--- src/verilog/uart_regmap_pkg.sv ---
package uart_regmap_pkg;

    // Only the low byte of the AXI address selects a register
    localparam int REG_ADDR_W = 8;

    // Bus word width of the AXI4-Lite port
    localparam int AXIL_DATA_W = 32;

    // ========================================================================
    // Register offsets
    // ========================================================================
    localparam logic [REG_ADDR_W-1:0] ADDR_CR1 = 8'h00;
    localparam logic [REG_ADDR_W-1:0] ADDR_BRR = 8'h08;
    localparam logic [REG_ADDR_W-1:0] ADDR_ISR = 8'h0C;
    localparam logic [REG_ADDR_W-1:0] ADDR_ICR = 8'h10;
    localparam logic [REG_ADDR_W-1:0] ADDR_RDR = 8'h14;
    localparam logic [REG_ADDR_W-1:0] ADDR_TDR = 8'h18;

    // Response code for every transfer
    localparam logic [1:0] RESP_OKAY = 2'b00;

endpackage

--- src/verilog/uart_fields_pkg.sv ---
package uart_fields_pkg;

    // ========================================================================
    // ISR bit positions, shared by the ICR clear bits
    // ========================================================================
    localparam int ISR_PE   = 0;
    localparam int ISR_FE   = 1;
    localparam int ISR_ORE  = 2;
    localparam int ISR_IDLE = 3;
    localparam int ISR_RXNE = 4;
    localparam int ISR_TC   = 5;
    localparam int ISR_TXE  = 6;
    localparam int ISR_BUSY = 7;
    localparam int ISR_W    = 8;

    // Event flags that stay set until cleared through ICR
    localparam logic [ISR_W-1:0] STICKY_MASK = ISR_W'((1 << ISR_PE) | (1 << ISR_FE) |
        (1 << ISR_ORE) | (1 << ISR_IDLE) | (1 << ISR_TC));

    // CR1 fields
    localparam int CR1_UE       = 0;
    localparam int CR1_TE       = 1;
    localparam int CR1_RE       = 2;
    localparam int CR1_PCE      = 3;
    localparam int CR1_PS       = 4;
    localparam int CR1_M        = 5;
    localparam int CR1_DATA_LSB = 6;
    localparam int CR1_DATA_MSB = 7;

    localparam logic [31:0] CR1_MASK = 32'((1 << CR1_UE) | (1 << CR1_TE) | (1 << CR1_RE) |
        (1 << CR1_PCE) | (1 << CR1_PS) | (1 << CR1_M) | (1 << CR1_DATA_LSB) |
        (1 << CR1_DATA_MSB));

    // Baud divisor width
    localparam int BRR_W = 16;

endpackage

--- src/verilog/axil_wr_slave.sv ---
`timescale 1ns/1ns

module axil_wr_slave import uart_regmap_pkg::*; #(
    parameter int ADDR_W = 32
) (
    input  logic                   clk,
    input  logic                   rst,
    input  logic [ADDR_W-1:0]      i_awaddr,
    input  logic                   i_awvalid,
    output logic                   o_awready,
    input  logic [AXIL_DATA_W-1:0] i_wdata,
    input  logic                   i_wvalid,
    output logic                   o_wready,
    output logic [1:0]             o_bresp,
    output logic                   o_bvalid,
    input  logic                   i_bready,
    output logic                   o_wr_en,
    output logic [REG_ADDR_W-1:0]  o_wr_addr,
    output logic [AXIL_DATA_W-1:0] o_wr_data
);

    logic accept;
    logic bvalid_q;

    // Address and data are taken together, once the response slot is free
    assign accept    = i_awvalid && i_wvalid && (!bvalid_q || i_bready);
    assign o_awready = accept;
    assign o_wready  = accept;
    assign o_bvalid  = bvalid_q;
    assign o_bresp   = RESP_OKAY;

    assign o_wr_en   = accept;
    assign o_wr_addr = i_awaddr[REG_ADDR_W-1:0];
    assign o_wr_data = i_wdata;

    always_ff @(posedge clk) begin
        if (rst) begin
            bvalid_q <= 1'b0;
        end else if (accept) begin
            bvalid_q <= 1'b1;
        end else if (i_bready) begin
            bvalid_q <= 1'b0;
        end
    end

    a_bvalid_hold: assert property (@(posedge clk) disable iff (rst)
        o_bvalid && !i_bready |=> o_bvalid);

endmodule

--- src/verilog/axil_rd_slave.sv ---
`timescale 1ns/1ns

module axil_rd_slave import uart_regmap_pkg::*; #(
    parameter int ADDR_W = 32
) (
    input  logic                   clk,
    input  logic                   rst,
    input  logic [ADDR_W-1:0]      i_araddr,
    input  logic                   i_arvalid,
    output logic                   o_arready,
    output logic [AXIL_DATA_W-1:0] o_rdata,
    output logic [1:0]             o_rresp,
    output logic                   o_rvalid,
    input  logic                   i_rready,
    output logic                   o_rd_en,
    output logic [REG_ADDR_W-1:0]  o_rd_addr,
    input  logic [AXIL_DATA_W-1:0] i_rd_data
);

    logic                   accept;
    logic                   rvalid_q;
    logic [AXIL_DATA_W-1:0] rdata_q;

    assign accept    = i_arvalid && (!rvalid_q || i_rready);
    assign o_arready = accept;
    assign o_rd_en   = accept;
    assign o_rd_addr = i_araddr[REG_ADDR_W-1:0];
    assign o_rvalid  = rvalid_q;
    assign o_rdata   = rdata_q;
    assign o_rresp   = RESP_OKAY;

    always_ff @(posedge clk) begin
        if (rst) begin
            rvalid_q <= 1'b0;
        end else if (accept) begin
            rvalid_q <= 1'b1;
        end else if (i_rready) begin
            rvalid_q <= 1'b0;
        end
    end

    // Read data is sampled from the register file at the accepting edge
    always_ff @(posedge clk) begin
        if (accept) begin
            rdata_q <= i_rd_data;
        end
    end

    a_rdata_stable: assert property (@(posedge clk) disable iff (rst)
        o_rvalid && !i_rready |=> o_rvalid && $stable(o_rdata));

endmodule

--- src/verilog/uart_reg_file.sv ---
`timescale 1ns/1ns

module uart_reg_file import uart_regmap_pkg::*, uart_fields_pkg::*; #(
    parameter int CHAR_W = 8
) (
    input  logic                   clk,
    input  logic                   rst,
    input  logic                   i_wr_en,
    input  logic [REG_ADDR_W-1:0]  i_wr_addr,
    input  logic [AXIL_DATA_W-1:0] i_wr_data,
    input  logic                   i_rd_en,
    input  logic [REG_ADDR_W-1:0]  i_rd_addr,
    output logic [AXIL_DATA_W-1:0] o_rd_data,
    output logic [31:0]            o_cr1,
    output logic [BRR_W-1:0]       o_brr,
    output logic                   o_tdr_wr,
    output logic [CHAR_W-1:0]      o_tdr_data,
    output logic                   o_rdr_rd,
    input  logic [CHAR_W-1:0]      i_rdr_data,
    input  logic [ISR_W-1:0]       i_isr,
    output logic [ISR_W-1:0]       o_icr_clr
);

    logic [31:0]       cr1_q;
    logic [BRR_W-1:0]  brr_q;
    logic [CHAR_W-1:0] tdr_q;
    logic              icr_wr;

    // ========================================================================
    // Write decode
    // ========================================================================
    assign o_tdr_wr   = i_wr_en && (i_wr_addr == ADDR_TDR);
    assign o_tdr_data = i_wr_data[CHAR_W-1:0];
    assign icr_wr     = i_wr_en && (i_wr_addr == ADDR_ICR);
    // Clear bits outside the sticky flags have no effect
    assign o_icr_clr  = icr_wr ? (i_wr_data[ISR_W-1:0] & STICKY_MASK) : '0;

    always_ff @(posedge clk) begin
        if (rst) begin
            cr1_q <= '0;
            brr_q <= '0;
            tdr_q <= '0;
        end else if (i_wr_en) begin
            case (i_wr_addr)
                ADDR_CR1: cr1_q <= i_wr_data[31:0] & CR1_MASK;
                ADDR_BRR: brr_q <= i_wr_data[BRR_W-1:0];
                // Last character written by the CPU, for readback
                ADDR_TDR: tdr_q <= i_wr_data[CHAR_W-1:0];
                default: ;
            endcase
        end
    end

    assign o_cr1 = cr1_q;
    assign o_brr = brr_q;

    // ========================================================================
    // Read decode
    // ========================================================================
    assign o_rdr_rd = i_rd_en && (i_rd_addr == ADDR_RDR);

    always_comb begin
        case (i_rd_addr)
            ADDR_CR1: o_rd_data = AXIL_DATA_W'(cr1_q);
            ADDR_BRR: o_rd_data = AXIL_DATA_W'(brr_q);
            ADDR_ISR: o_rd_data = AXIL_DATA_W'(i_isr);
            ADDR_RDR: o_rd_data = AXIL_DATA_W'(i_rdr_data);
            ADDR_TDR: o_rd_data = AXIL_DATA_W'(tdr_q);
            // ICR is write only
            default:  o_rd_data = '0;
        endcase
    end

endmodule

--- src/verilog/uart_tx_buffer.sv ---
`timescale 1ns/1ns

module uart_tx_buffer #(
    parameter int CHAR_W = 8
) (
    input  logic              clk,
    input  logic              rst,
    input  logic              i_tdr_wr,
    input  logic [CHAR_W-1:0] i_tdr_data,
    output logic [CHAR_W-1:0] o_tx_tdata,
    output logic              o_tx_tvalid,
    input  logic              i_tx_tready,
    output logic              o_empty
);

    logic              valid_q;
    logic [CHAR_W-1:0] data_q;

    // Loads only into an empty slot, a write while full is dropped
    always_ff @(posedge clk) begin
        if (rst) begin
            valid_q <= 1'b0;
        end else if (i_tdr_wr && !valid_q) begin
            valid_q <= 1'b1;
        end else if (valid_q && i_tx_tready) begin
            valid_q <= 1'b0;
        end
    end

    always_ff @(posedge clk) begin
        if (i_tdr_wr && !valid_q) begin
            data_q <= i_tdr_data;
        end
    end

    assign o_tx_tdata  = data_q;
    assign o_tx_tvalid = valid_q;
    assign o_empty     = !valid_q;

    a_tdata_stable: assert property (@(posedge clk) disable iff (rst)
        o_tx_tvalid && !i_tx_tready |=> o_tx_tvalid && $stable(o_tx_tdata));

endmodule

--- src/verilog/uart_rx_buffer.sv ---
`timescale 1ns/1ns

module uart_rx_buffer #(
    parameter int CHAR_W = 8
) (
    input  logic              clk,
    input  logic              rst,
    input  logic [CHAR_W-1:0] i_rx_tdata,
    input  logic              i_rx_tvalid,
    output logic              o_rx_tready,
    input  logic              i_rdr_rd,
    output logic [CHAR_W-1:0] o_rdr_data,
    output logic              o_full
);

    logic              full_q;
    logic [CHAR_W-1:0] data_q;
    logic              capture;

    // One entry, so the receiver is held off until the CPU reads RDR
    assign o_rx_tready = !full_q;
    assign capture     = i_rx_tvalid && !full_q;

    always_ff @(posedge clk) begin
        if (rst) begin
            full_q <= 1'b0;
            data_q <= '0;
        end else if (capture) begin
            full_q <= 1'b1;
            data_q <= i_rx_tdata;
        end else if (i_rdr_rd) begin
            full_q <= 1'b0;
        end
    end

    assign o_rdr_data = data_q;
    assign o_full     = full_q;

endmodule

--- src/verilog/uart_status_reg.sv ---
`timescale 1ns/1ns

module uart_status_reg import uart_fields_pkg::*; (
    input  logic             clk,
    input  logic             rst,
    input  logic             i_pe,
    input  logic             i_fe,
    input  logic             i_ore,
    input  logic             i_idle,
    input  logic             i_tc,
    input  logic             i_busy,
    input  logic             i_rx_full,
    input  logic             i_tx_empty,
    input  logic [ISR_W-1:0] i_icr_clr,
    output logic [ISR_W-1:0] o_isr
);

    localparam logic [ISR_W-1:0] LIVE_MASK =
        ISR_W'((1 << ISR_RXNE) | (1 << ISR_TXE) | (1 << ISR_BUSY));

    logic [ISR_W-1:0] set_vec;
    logic [ISR_W-1:0] isr_q;

    always_comb begin
        set_vec           = '0;
        set_vec[ISR_PE]   = i_pe;
        set_vec[ISR_FE]   = i_fe;
        set_vec[ISR_ORE]  = i_ore;
        set_vec[ISR_IDLE] = i_idle;
        set_vec[ISR_TC]   = i_tc;
        set_vec[ISR_RXNE] = i_rx_full;
        set_vec[ISR_TXE]  = i_tx_empty;
        set_vec[ISR_BUSY] = i_busy;
    end

    // Set beats clear on the sticky flags
    // Live bits just follow their source
    always_ff @(posedge clk) begin
        if (rst) begin
            isr_q <= '0;
        end else begin
            isr_q <= (((isr_q & ~i_icr_clr) | set_vec) & STICKY_MASK) | (set_vec & LIVE_MASK);
        end
    end

    assign o_isr = isr_q;

endmodule

--- src/verilog/uart_regs_top.sv ---
`timescale 1ns/1ns

module uart_regs_top import uart_regmap_pkg::*, uart_fields_pkg::*; #(
    parameter int ADDR_W = 32,
    parameter int CHAR_W = 8
) (
    input  logic                   clk,
    input  logic                   rst,
    // AXI4-Lite write channel
    input  logic [ADDR_W-1:0]      i_awaddr,
    input  logic                   i_awvalid,
    output logic                   o_awready,
    input  logic [AXIL_DATA_W-1:0] i_wdata,
    input  logic                   i_wvalid,
    output logic                   o_wready,
    output logic [1:0]             o_bresp,
    output logic                   o_bvalid,
    input  logic                   i_bready,
    // AXI4-Lite read channel
    input  logic [ADDR_W-1:0]      i_araddr,
    input  logic                   i_arvalid,
    output logic                   o_arready,
    output logic [AXIL_DATA_W-1:0] o_rdata,
    output logic [1:0]             o_rresp,
    output logic                   o_rvalid,
    input  logic                   i_rready,
    // UART core side
    output logic [31:0]            o_cr1,
    output logic [BRR_W-1:0]       o_brr,
    output logic [CHAR_W-1:0]      o_tx_tdata,
    output logic                   o_tx_tvalid,
    input  logic                   i_tx_tready,
    input  logic [CHAR_W-1:0]      i_rx_tdata,
    input  logic                   i_rx_tvalid,
    output logic                   o_rx_tready,
    input  logic                   i_pe,
    input  logic                   i_fe,
    input  logic                   i_ore,
    input  logic                   i_idle,
    input  logic                   i_tc,
    input  logic                   i_busy
);

    logic                   wr_en;
    logic [REG_ADDR_W-1:0]  wr_addr;
    logic [AXIL_DATA_W-1:0] wr_data;
    logic                   rd_en;
    logic [REG_ADDR_W-1:0]  rd_addr;
    logic [AXIL_DATA_W-1:0] rd_data;
    logic                   tdr_wr;
    logic [CHAR_W-1:0]      tdr_data;
    logic                   tx_empty;
    logic                   rdr_rd;
    logic [CHAR_W-1:0]      rdr_data;
    logic                   rx_full;
    logic [ISR_W-1:0]       isr;
    logic [ISR_W-1:0]       icr_clr;

    // ========================================================================
    // Bus channels
    // ========================================================================
    axil_wr_slave #(.ADDR_W(ADDR_W)) u_wr (
        .clk(clk), .rst(rst),
        .i_awaddr(i_awaddr), .i_awvalid(i_awvalid), .o_awready(o_awready),
        .i_wdata(i_wdata), .i_wvalid(i_wvalid), .o_wready(o_wready),
        .o_bresp(o_bresp), .o_bvalid(o_bvalid), .i_bready(i_bready),
        .o_wr_en(wr_en), .o_wr_addr(wr_addr), .o_wr_data(wr_data)
    );

    axil_rd_slave #(.ADDR_W(ADDR_W)) u_rd (
        .clk(clk), .rst(rst),
        .i_araddr(i_araddr), .i_arvalid(i_arvalid), .o_arready(o_arready),
        .o_rdata(o_rdata), .o_rresp(o_rresp), .o_rvalid(o_rvalid), .i_rready(i_rready),
        .o_rd_en(rd_en), .o_rd_addr(rd_addr), .i_rd_data(rd_data)
    );

    // ========================================================================
    // Registers and data path
    // ========================================================================
    uart_reg_file #(.CHAR_W(CHAR_W)) u_regs (
        .clk(clk), .rst(rst),
        .i_wr_en(wr_en), .i_wr_addr(wr_addr), .i_wr_data(wr_data),
        .i_rd_en(rd_en), .i_rd_addr(rd_addr), .o_rd_data(rd_data),
        .o_cr1(o_cr1), .o_brr(o_brr),
        .o_tdr_wr(tdr_wr), .o_tdr_data(tdr_data),
        .o_rdr_rd(rdr_rd), .i_rdr_data(rdr_data),
        .i_isr(isr), .o_icr_clr(icr_clr)
    );

    uart_tx_buffer #(.CHAR_W(CHAR_W)) u_tx (
        .clk(clk), .rst(rst),
        .i_tdr_wr(tdr_wr), .i_tdr_data(tdr_data),
        .o_tx_tdata(o_tx_tdata), .o_tx_tvalid(o_tx_tvalid), .i_tx_tready(i_tx_tready),
        .o_empty(tx_empty)
    );

    uart_rx_buffer #(.CHAR_W(CHAR_W)) u_rx (
        .clk(clk), .rst(rst),
        .i_rx_tdata(i_rx_tdata), .i_rx_tvalid(i_rx_tvalid), .o_rx_tready(o_rx_tready),
        .i_rdr_rd(rdr_rd), .o_rdr_data(rdr_data), .o_full(rx_full)
    );

    uart_status_reg u_status (
        .clk(clk), .rst(rst),
        .i_pe(i_pe), .i_fe(i_fe), .i_ore(i_ore), .i_idle(i_idle),
        .i_tc(i_tc), .i_busy(i_busy),
        .i_rx_full(rx_full), .i_tx_empty(tx_empty),
        .i_icr_clr(icr_clr), .o_isr(isr)
    );

endmodule

--- config.mk ---
export PLATFORM = sky130hd
export DESIGN_NAME = uart_regs_top
export DESIGN_NICKNAME = d
export VERILOG_FILES = /design/src/verilog/uart_regmap_pkg.sv /design/src/verilog/uart_fields_pkg.sv /design/src/verilog/axil_wr_slave.sv /design/src/verilog/axil_rd_slave.sv /design/src/verilog/uart_reg_file.sv /design/src/verilog/uart_tx_buffer.sv /design/src/verilog/uart_rx_buffer.sv /design/src/verilog/uart_status_reg.sv /design/src/verilog/uart_regs_top.sv
export SDC_FILE = /design/constraint.sdc
export NUM_CORES = 1
export LEC_CHECK = 0
export BUFFER_PORTS_ARGS = -buffer_cell sky130_fd_sc_hd__buf_4
export CAP_MARGIN = 20
export CORE_MARGIN = 10
export CORE_UTILIZATION = 35
export CTS_BUF_LIST = sky130_fd_sc_hd__clkbuf_2
export DETAILED_ROUTE_END_ITERATION = 16
export PLACE_DENSITY = 0.7
export RECOVER_POWER = 50
export SLEW_MARGIN = 20
export SYNTH_ARGS = -nofsm -noshare
export SYNTH_HDL_FRONTEND = slang
export SYNTH_HIERARCHICAL = 1
export SYNTH_SLANG_ARGS = --single-unit
--- constraint.sdc ---
create_clock -name clk -period 2.2 [get_ports clk]
set_clock_uncertainty 0.15 [all_clocks]
set_input_delay 0.33 -clock clk [delete_from_list [all_inputs] [get_ports clk]]
set_output_delay 0.33 -clock clk [all_outputs]
set_load 0.01 [all_outputs]
==> run_results.csv, run 1 <==
group,metric,value,unit
finish,utilization,0.452,
grt,grt_pass1_wl,18200,µm
finish,nets,668,
drt,routed_wl,12100,µm
drt,avgViaCountPerCell,4.48,
cts,post_cts_buffers,0,
grt,grtUsageMet3,0.0500,
critical_path,rr_endpoint,"u_regs/o_cr1[3]",
grt,grt_pass1_vias,3405,
finish,fillCellCount,1207,
grt,busiest_layer,"met2",
finish,diodes,0,
drt,drc,0,
run,cap_violations,0,
critical_path,worstSetupPathType,"in2reg",
critical_path,path_max_fanout,6,
placement,post-dp-hpwl,8920,µm
synth,synth_area,4570,µm²
die,start_util,0.359,
die,design.die.area,18000,µm²
placement,place_inst,664,
critical_path,cp-startpoint,"i_bready",
cts,clock-sinks,92,
min_path,whs_path_depth,2,
cts,htree_levels,3,
drt,ant_nets,0,
grt,grt_util_met2,0.210,
grt,track_usage,0.128,
min_path,hold_class,"in2reg",
timing,hold_violations,0,
timing,drv_slew,0,
die,rows,41,
die,die-width,134,µm
finish,syn_to_final_growth,26.1,%
critical_path,cp-end-kind,"flip-flop",
power_and_ir_drop,p_total,3.16,mW
critical_path,r2r-start,"u_wr/o_bvalid",
cts,insertion_delay,0.57,ns
cts,cts_tree,"done",
finish,stdcell_count,726,
drt,vias,3255,
timing,finalSetupViolations,1,
die,coreArea,12700,µm²
cts,root_buffer,"clkbuf_2",
placement,io_buffer_count,125,
timing,period_minus_slack,2.21,ns
synth,syn_avg_cell_area,11.2,µm²
critical_path,cp.required,2.54,ns
drt,first_iter_violations,279,
cts,path_clk_slew,0.28,ns
cts,numCtsBuffers,9,
grt,antenna_found_initial,0,
run_status,violations,"setup timing",
critical_path,rrSetupSlack,0.08,ns
drt,firstDrtPassIters,4,
power_and_ir_drop,p_leak,2.34,nW
critical_path,endpoint,"u_regs/o_cr1[3]",
timing,worst_slack,-0.00555,ns
timing,slew-limit-headroom,0.270,
placement,gp_congestion,0.806,
grt,grt_overflow,0,
timing,finalCritPeriodShare,1.00,
die,dieHeight,134,µm
die,io_pins,218,
power_and_ir_drop,ir_drop,0.000287,V
drt,wire_per_inst,16.7,µm
grt,grt_max_degree,69,
cts,clockBufferDepth,2,
critical_path,cp.arrival,2.55,ns
critical_path,start_kind,"primary input",
run_status,status,"complete, but fails checks",
grt,use_met1,0.153,
critical_path,ff2ff_path_depth,7,
synth,syn_inst,409,
power_and_ir_drop,pwr_density_cell,549,nW/µm²
timing,fmax,453,MHz
synth,ys_warn_count,6,
timing,worst_pin_slew,1.08,ns
finish,drive_above_1_share,0.283,
==> critical path: stages <==
cell and delay, ns:
dlygate4sd3_1 0.53, clkbuf_4 0.12, nand2b_4 0.11, nor2b_4 0.13, or4b_4 0.50, buf_6 0.14, or3_1 0.35, buf_6 0.16
mux2i_2 0.17
==> power breakdown <==
group / internal (mW) / total (mW) / switching, mW
Combinational: 0.204 / 0.400 / 0.196
Sequential: 1.84 / 1.87 / 0.0279
Clock: 0.285 / 0.889 / 0.605
==> per-stage QoR <==
step	hold WS [ns]	worst slack, ns	TNS, ns	area [µm²]
after floorplan	0.242	-0.0328	-0.262	4740
after global placement	0.311	-0.0745	-0.737	5330
after detailed placement	0.319	-0.0913	-0.984	5330
after CTS	0.0177	0.00699	0	5900
after global routing	0.00244	-0.0115	-0.0115	5760
final	0.0568	-0.00555	-0.00555	5760
==> metal layers <==
metal	vias up	part of all wire
li1	1598	-
met1	1516	0.41
met2	137	0.50
met3	4	0.092
met4	0	0.0033
met5	-	0
==> final cells by class <==
class	count	area, µm²	share of cell area
timing repair buffer	191	1430	0.249
inverter	9	33.8	0.00587
tap	172	215	0.0374
clock buffer	9	45.0	0.00783
multi-input combinational	246	1700	0.296
sequential	92	2240	0.390
clock inverter	7	80.1	0.0139
==> worst min path at each step <==
stage	start	end	slack, ns
floorplan	rst	u_rd/o_rvalid	0.24
global placement	u_regs/tdr_q[4]	u_regs/tdr_q[4]	0.31
detailed placement	u_regs/tdr_q[4]	u_regs/tdr_q[4]	0.32
CTS	rst	u_status/o_isr[6]	0.02
global route	rst	u_status/o_isr[6]	0.002
finish	rst	u_status/o_isr[6]	0.06
==> flip-flops by register name, summed over array words and instances (netlist names), 8 cells and up <==
| register | cells |
|---|---|
| u_tx/o_tx_tdata | 8 |
| u_regs/tdr_q | 8 |
| u_rd/o_rdata | 32 |
| u_status/o_isr | 8 |
| u_regs/o_cr1 | 8 |
| u_regs/o_brr | 16 |
| u_rx/o_rdr_data | 8 |
==> cell usage in the layout, fill, tap and decap left out, types with 4 or more instances in the layout <==
cell type / n
clkbuf_4: 4
and2_1: 6
o21ai_0: 8
o31ai_1: 8
buf_4: 108
and3_1: 9
dlygate4sd3_1: 45
nor2_1: 4
o221ai_1: 5
nor4b_2: 4
nand2b_4: 7
nor2b_1: 4
a22oi_1: 11
inv_1: 9
clkbuf_1: 32
clkbuf_2: 9
conb_1: 44
edfxtp_1: 40
mux2i_1: 24
dfxtp_1: 51
nand3_1: 11
a21oi_1: 14
nand2b_1: 40
nand4_1: 8
nand4bb_1: 8
==> repair_timing <==
| action | in CTS | in global routing |
|---|---|---|
| endpoints found under the setup margin | 0 | 15 |
| gates resized for setup | 0 | 5 |
| endpoints found under the hold margin | 58 | 0 |
| hold buffers | 45 | 0 |
No activity file was read; power rests on OpenSTA's default activity.
==> inputs of run 2 (changes only) <==
- ABC_CLOCK_PERIOD_IN_PS: unset -> 2200
- PLACE_DENSITY: 0.7 -> 0.65
==> run 2 against run 1 <==
The flow now finishes without violations; critical path depth fell by 2; non-clock buffer count fell by 7; routed wire length fell by 4.6%; die area did not move; register-to-register slack improved by 0.03 ns; sequential share of layout area rose by 0.27 points; combinational power fell by 2%; cell count fell by 0.83%; clock power rose by 6.7%; flip-flop and latch count did not move.
==> run_results.csv, run 2 (same netlist as run 1, synthesis figures left out) <==
group,metric,value,unit
run_status,status,"finished clean",
drt,wire_per_inst,16.0,µm
finish,final_common_cell,"buf_4",
finish,nets,661,
min_path,hold_class,"in2reg",
power_and_ir_drop,combPwrFrac,0.123,
grt,grt_pass1_wl,18000,µm
timing,tns,0,ns
grt,grt_overflow,0,
drt,routed_wl,11600,µm
power_and_ir_drop,intPower,2.41,mW
critical_path,worstSetupPathType,"in2reg",
drt,first_iter_violations,142,
finish,stdcell_count,720,
die,design.die.area,18000,µm²
critical_path,crit_slowest_cell,"dlygate4sd3_1",
cts,post_cts_buffers,0,
placement,place_inst,657,
cts,path_clk_slew,0.24,ns
power_and_ir_drop,pwr_density_cell,562,nW/µm²
die,io_pins,218,
finish,utilization,0.449,
cts,numCtsBuffers,9,
finish,largest_register_ffs,32,
power_and_ir_drop,switchingPower,799,µW
finish,drive_above_1_share,0.274,
power_and_ir_drop,clock_power_share,0.296,
cts,clockBufferDepth,2,
critical_path,cp.arrival,2.25,ns
critical_path,cp.required,2.35,ns
cts,clock-sinks,92,
critical_path,critical_path.top_delay_family,"simple AND/OR/NAND/NOR gates",
timing,finalCritPeriodShare,0.956,
power_and_ir_drop,p_leak,2.30,nW
cts,root_buffer,"clkbuf_2",
timing,fmax,475,MHz
cts,cts_resized,0,
timing,drv_slew,0,
finish,final_cell_mix,"101 x buf_4, 52 x dfxtp_1, 45 x dlygate4sd3_1",
cts,insertion_delay,0.57,ns
drt,firstDrtPassIters,4,
critical_path,cp_slowest_stage_delay,0.52,ns
die,coreArea,12700,µm²
power_and_ir_drop,ir_drop,0.000221,V
run,cap_violations,0,
drt,drc,0,
die,rows,41,
die,start_util,0.359,
power_and_ir_drop,p_seq_frac,0.582,
grt,track_usage,0.126,
power_and_ir_drop,p_total,3.21,mW
finish,syn_to_final_growth,25.1,%
critical_path,path_depth,7,
cts,cts_tree,"done",
die,dieHeight,134,µm
critical_path,path_max_fanout,8,
finish,fillCellCount,1266,
drt,ant_nets,0,
critical_path,cp.buffers_inverters,2,
timing,worst_pin_slew,0.932,ns
cts,htree_levels,3,
grt,antenna_found_initial,1,
min_path,whs_path_depth,5,
placement,io_buffer_count,125,
critical_path,ff2ff_path_depth,5,
timing,period_minus_slack,2.10,ns
timing,finalSetupViolations,0,
placement,gp_congestion,0.754,
placement,post-dp-hpwl,8480,µm
drt,avgViaCountPerCell,4.45,
drt,vias,3206,
critical_path,start_kind,"primary input",
grt,grt_max_degree,69,
critical_path,cp_cell_sequence,"dlygate4sd3_1 -> buf_4 -> nand2b_4 -> nor2b_4 -> or4b_4 -> nor3_2 -> and2b_2",
power_and_ir_drop,switching_share,0.249,
timing,hold_violations,0,
die,die-width,134,µm
grt,grt_pass1_vias,3453,
timing,rsz0062_at_grt,"false",
timing,slew-limit-headroom,0.378,
critical_path,cp-end-kind,"flip-flop",
run 2: worst paths after layout:
check / startpoint / endpoint / slack (ns)
worst max-delay path: i_bready / u_tx/o_tx_tdata[2] / 0.1
worst min-delay path: i_awaddr[2] / u_regs/o_brr[13] / 0.08
worst max register to register: u_wr/o_bvalid / u_tx/o_tx_tdata[2] / 0.11
worst min register to register: u_regs/tdr_q[3] / u_regs/tdr_q[3] / 0.35
run 2: power by group through the flow:
stage | registers (mW) | clock network [mW] | logic (mW)
6_report | 1.87 | 0.949 | 0.393
3_3_place_gp | 1.90 | 0 | 0.346
4_1_cts | 1.87 | 0.993 | 0.412
3_5_place_dp | 1.90 | 0 | 0.351
5_1_grt | 1.88 | 1.06 | 0.431
2_1_floorplan | 1.91 | 0 | 0.271
run 2: worst min-delay path: cells and delay by family:
kind | cells | cell delay (ns)
buffers and inverters | 2 | 0.25
AO/OA/AOI/OAI | 1 | 0.06
AND/OR/NAND/NOR | 2 | 0.13
run 2: layout make-up:
cell class	count	area (µm²)	area share
diodes	1	2.50	0.000438
repair buffers	184	1360	0.238
clock inverters	7	90.1	0.0158
well taps	172	215	0.0377
flip-flops and latches	92	2240	0.392
inverters	9	33.8	0.00591
clock buffers	9	45.0	0.00788
multi-input cells	246	1730	0.302
run 2: routing by layer:
layer	vias to the layer above	wire (µm)	GRT usage
li1	1583	-	-
met1	1467	5220	0.154
met2	140	5050	0.190
met3	16	1090	0.0519
met4	0	190	0.0502
met5	-	0	0
run 2: stage by stage:
| stage | worst slack [ns] | hold slack [ns] | instance area, µm² |
|---|---|---|---|
| 2_1_floorplan | -0.0328 | 0.242 | 4740 |
| 3_3_place_gp | -0.0416 | 0.310 | 5270 |
| 3_5_place_dp | -0.0562 | 0.315 | 5270 |
| 4_1_cts | 0.0415 | 0.0221 | 5860 |
| 5_1_grt | 0.0205 | 0.0410 | 5710 |
| 6_report | 0.0961 | 0.0788 | 5710 |
run 2: timing repair:
item | in CTS | in global routing
hold buffers | 45 | 0
endpoints found under the hold margin | 58 | 0
setup endpoints to repair | 0 | 1
==> inputs of run 3 (changes only) <==
==> constraint.sdc (replaced) <==
create_clock -name clk -period 2.2 [get_ports clk]
set_clock_uncertainty 0.15 [all_clocks]
set_input_delay 0.11 -clock clk [delete_from_list [all_inputs] [get_ports clk]]
set_output_delay 0.11 -clock clk [all_outputs]
set_load 0.01 [all_outputs]
==> run 3 against run 2 <==
First-iteration DRC count up 35%; non-clock buffer count up 28; sequential power about the same; critical path depth down 3; register-to-register slack worse by 0.04 ns; clock power down 2%; critical path type is now reg2reg; largest power group unchanged.
==> run_results.csv, run 3 (same netlist as run 1, synthesis figures left out) <==
group,metric,value,unit
run_status,status,"finished clean",
placement,place_inst,654,
run,cap_violations,0,
grt,grt_pass1_vias,3641,
timing,fmax,470,MHz
placement,post-dp-hpwl,8550,µm
grt,grt_overflow,0,
cts,clockBufferDepth,2,
drt,wire_per_inst,16.2,µm
timing,worst_pin_slew,0.574,ns
timing,hold_slack,0.0522,ns
critical_path,worstSetupPathType,"reg2reg",
grt,antenna_found_initial,2,
drt,routed_wl,12100,µm
grt,track_usage,0.133,
die,dieHeight,134,µm
grt,grt_max_degree,69,
cts,insertion_delay,0.56,ns
critical_path,rrSetupSlack,0.07,ns
critical_path,start_kind,"flip-flop",
cts,root_buffer,"clkbuf_2",
timing,tns,0,ns
critical_path,rr_endpoint,"u_rx/o_rdr_data[3]",
finish,final_common_cell,"buf_4",
die,coreArea,12700,µm²
critical_path,cp-startpoint,"u_rx/o_full",
die,io_pins,218,
finish,syn_to_final_growth,30.0,%
die,rows,41,
timing,finalCritPeriodShare,0.967,
finish,largest_register_ffs,32,
min_path,hold_class,"in2reg",
power_and_ir_drop,p_leak,2.38,nW
critical_path,cp-end-kind,"flip-flop",
cts,htree_levels,3,
critical_path,cp.required,2.51,ns
timing,period_minus_slack,2.13,ns
die,design.die.area,18000,µm²
die,start_util,0.359,
cts,numCtsBuffers,9,
finish,fillCellCount,1244,
finish,drive_above_1_share,0.230,
critical_path,ff2ff_path_depth,4,
finish,final_cell_mix,"80 x buf_4, 76 x dlygate4sd3_1, 54 x clkbuf_1",
power_and_ir_drop,pwr_density_cell,544,nW/µm²
cts,path_clk_slew,0.25,ns
timing,drv_slew,0,
grt,grt_pass1_wl,19200,µm
finish,nets,688,
drt,firstDrtPassIters,4,
timing,hold_violations,0,
min_path,whs_path_depth,3,
placement,gp_congestion,0.753,
cts,cts_tree,"done",
timing,finalSetupViolations,0,
drt,first_iter_violations,191,
placement,io_buffer_count,125,
timing,slew-limit-headroom,0.616,
critical_path,path_max_fanout,13,
drt,ant_nets,0,
drt,avgViaCountPerCell,4.45,
drt,vias,3329,
drt,drc,0,
timing,rsz0062_at_grt,"false",
critical_path,r2r-start,"u_rx/o_full",
die,die-width,134,µm
critical_path,cp.arrival,2.44,ns
min_path,worstHoldStart,"i_araddr[2]",
finish,stdcell_count,748,
power_and_ir_drop,ir_drop,0.000202,V
cts,clock-sinks,92,
power_and_ir_drop,p_total,3.23,mW
min_path,worstHoldEndpoint,"u_rd/o_rdata[6]",
## run 3: changes by cell type in the layout (fill, tap and decap cells not counted), sizes merged
cell,delta
dlygate4sd3,+31
inv,-1
clkbuf,+18
clkinvlp,-1
clkinv,+1
and2,-1
buf,-20
diode,+1
## run 3: worst max path at each step
stage	slack [ns]	endpoint
after CTS	0.02	u_rx/o_rdr_data[3]
final	0.07	u_rx/o_rdr_data[3]
after detailed placement	0.12	u_tx/o_tx_tdata[7]
after global routing	0.02	u_regs/o_cr1[7]
after floorplan	0.0007	u_tx/o_tx_tdata[0]
after global placement	0.11	u_tx/o_tx_tdata[0]
## run 3: routing by layer
layer,track usage,routed length (µm),vias to the layer above
met5,0,0,-
met4,0.0478,232,0
met3,0.0482,904,19
met2,0.216,5610,140
met1,0.159,5410,1532
li1,-,-,1638
## run 3: stage by stage
stage                     setup slack (ns)  area [µm²]  utilization
final                               0.0730        5930        0.466
after global routing                0.0181        5930        0.466
after CTS                           0.0246        6140        0.482
after detailed placement             0.124        5250        0.412
after global placement               0.110        5250        0.412
after floorplan                   0.000653        4730            -
## run 3: timing repair
| item | 4_1_cts | 5_1_grt |
|---|---|---|
| setup endpoints to repair | 0 | 8 |
| hold endpoints to repair | 108 | 0 |
| hold buffers | 76 | 0 |
| gates resized for setup | 0 | 2 |
| setup buffers | 0 | 0 |
## run 3: final cells by class
type,instances,area [µm²],share of cell area
repair buffers,212,1580,0.267
multi-input cells,245,1730,0.291
flip-flops and latches,92,2240,0.378
clock buffers,10,50.0,0.00843
diodes,2,5.00,0.000843
inverters,9,33.8,0.00569
well taps,172,215,0.0363
clock inverters,6,78.8,0.0133
## run 3: power by group
part,switching (mW),leakage [nW],internal (mW)
Clock,0.561,0.0831,0.372
Combinational,0.205,1.48,0.227
Sequential,0.0274,0.812,1.84
## run 3: critical path, stage by stage (launching register included)
cell,delay (ns)
dfxtp_2,0.51
nand4bb_1,0.17
dlygate4sd3_1,0.58
o21ai_2,0.05
dlygate4sd3_1,0.56
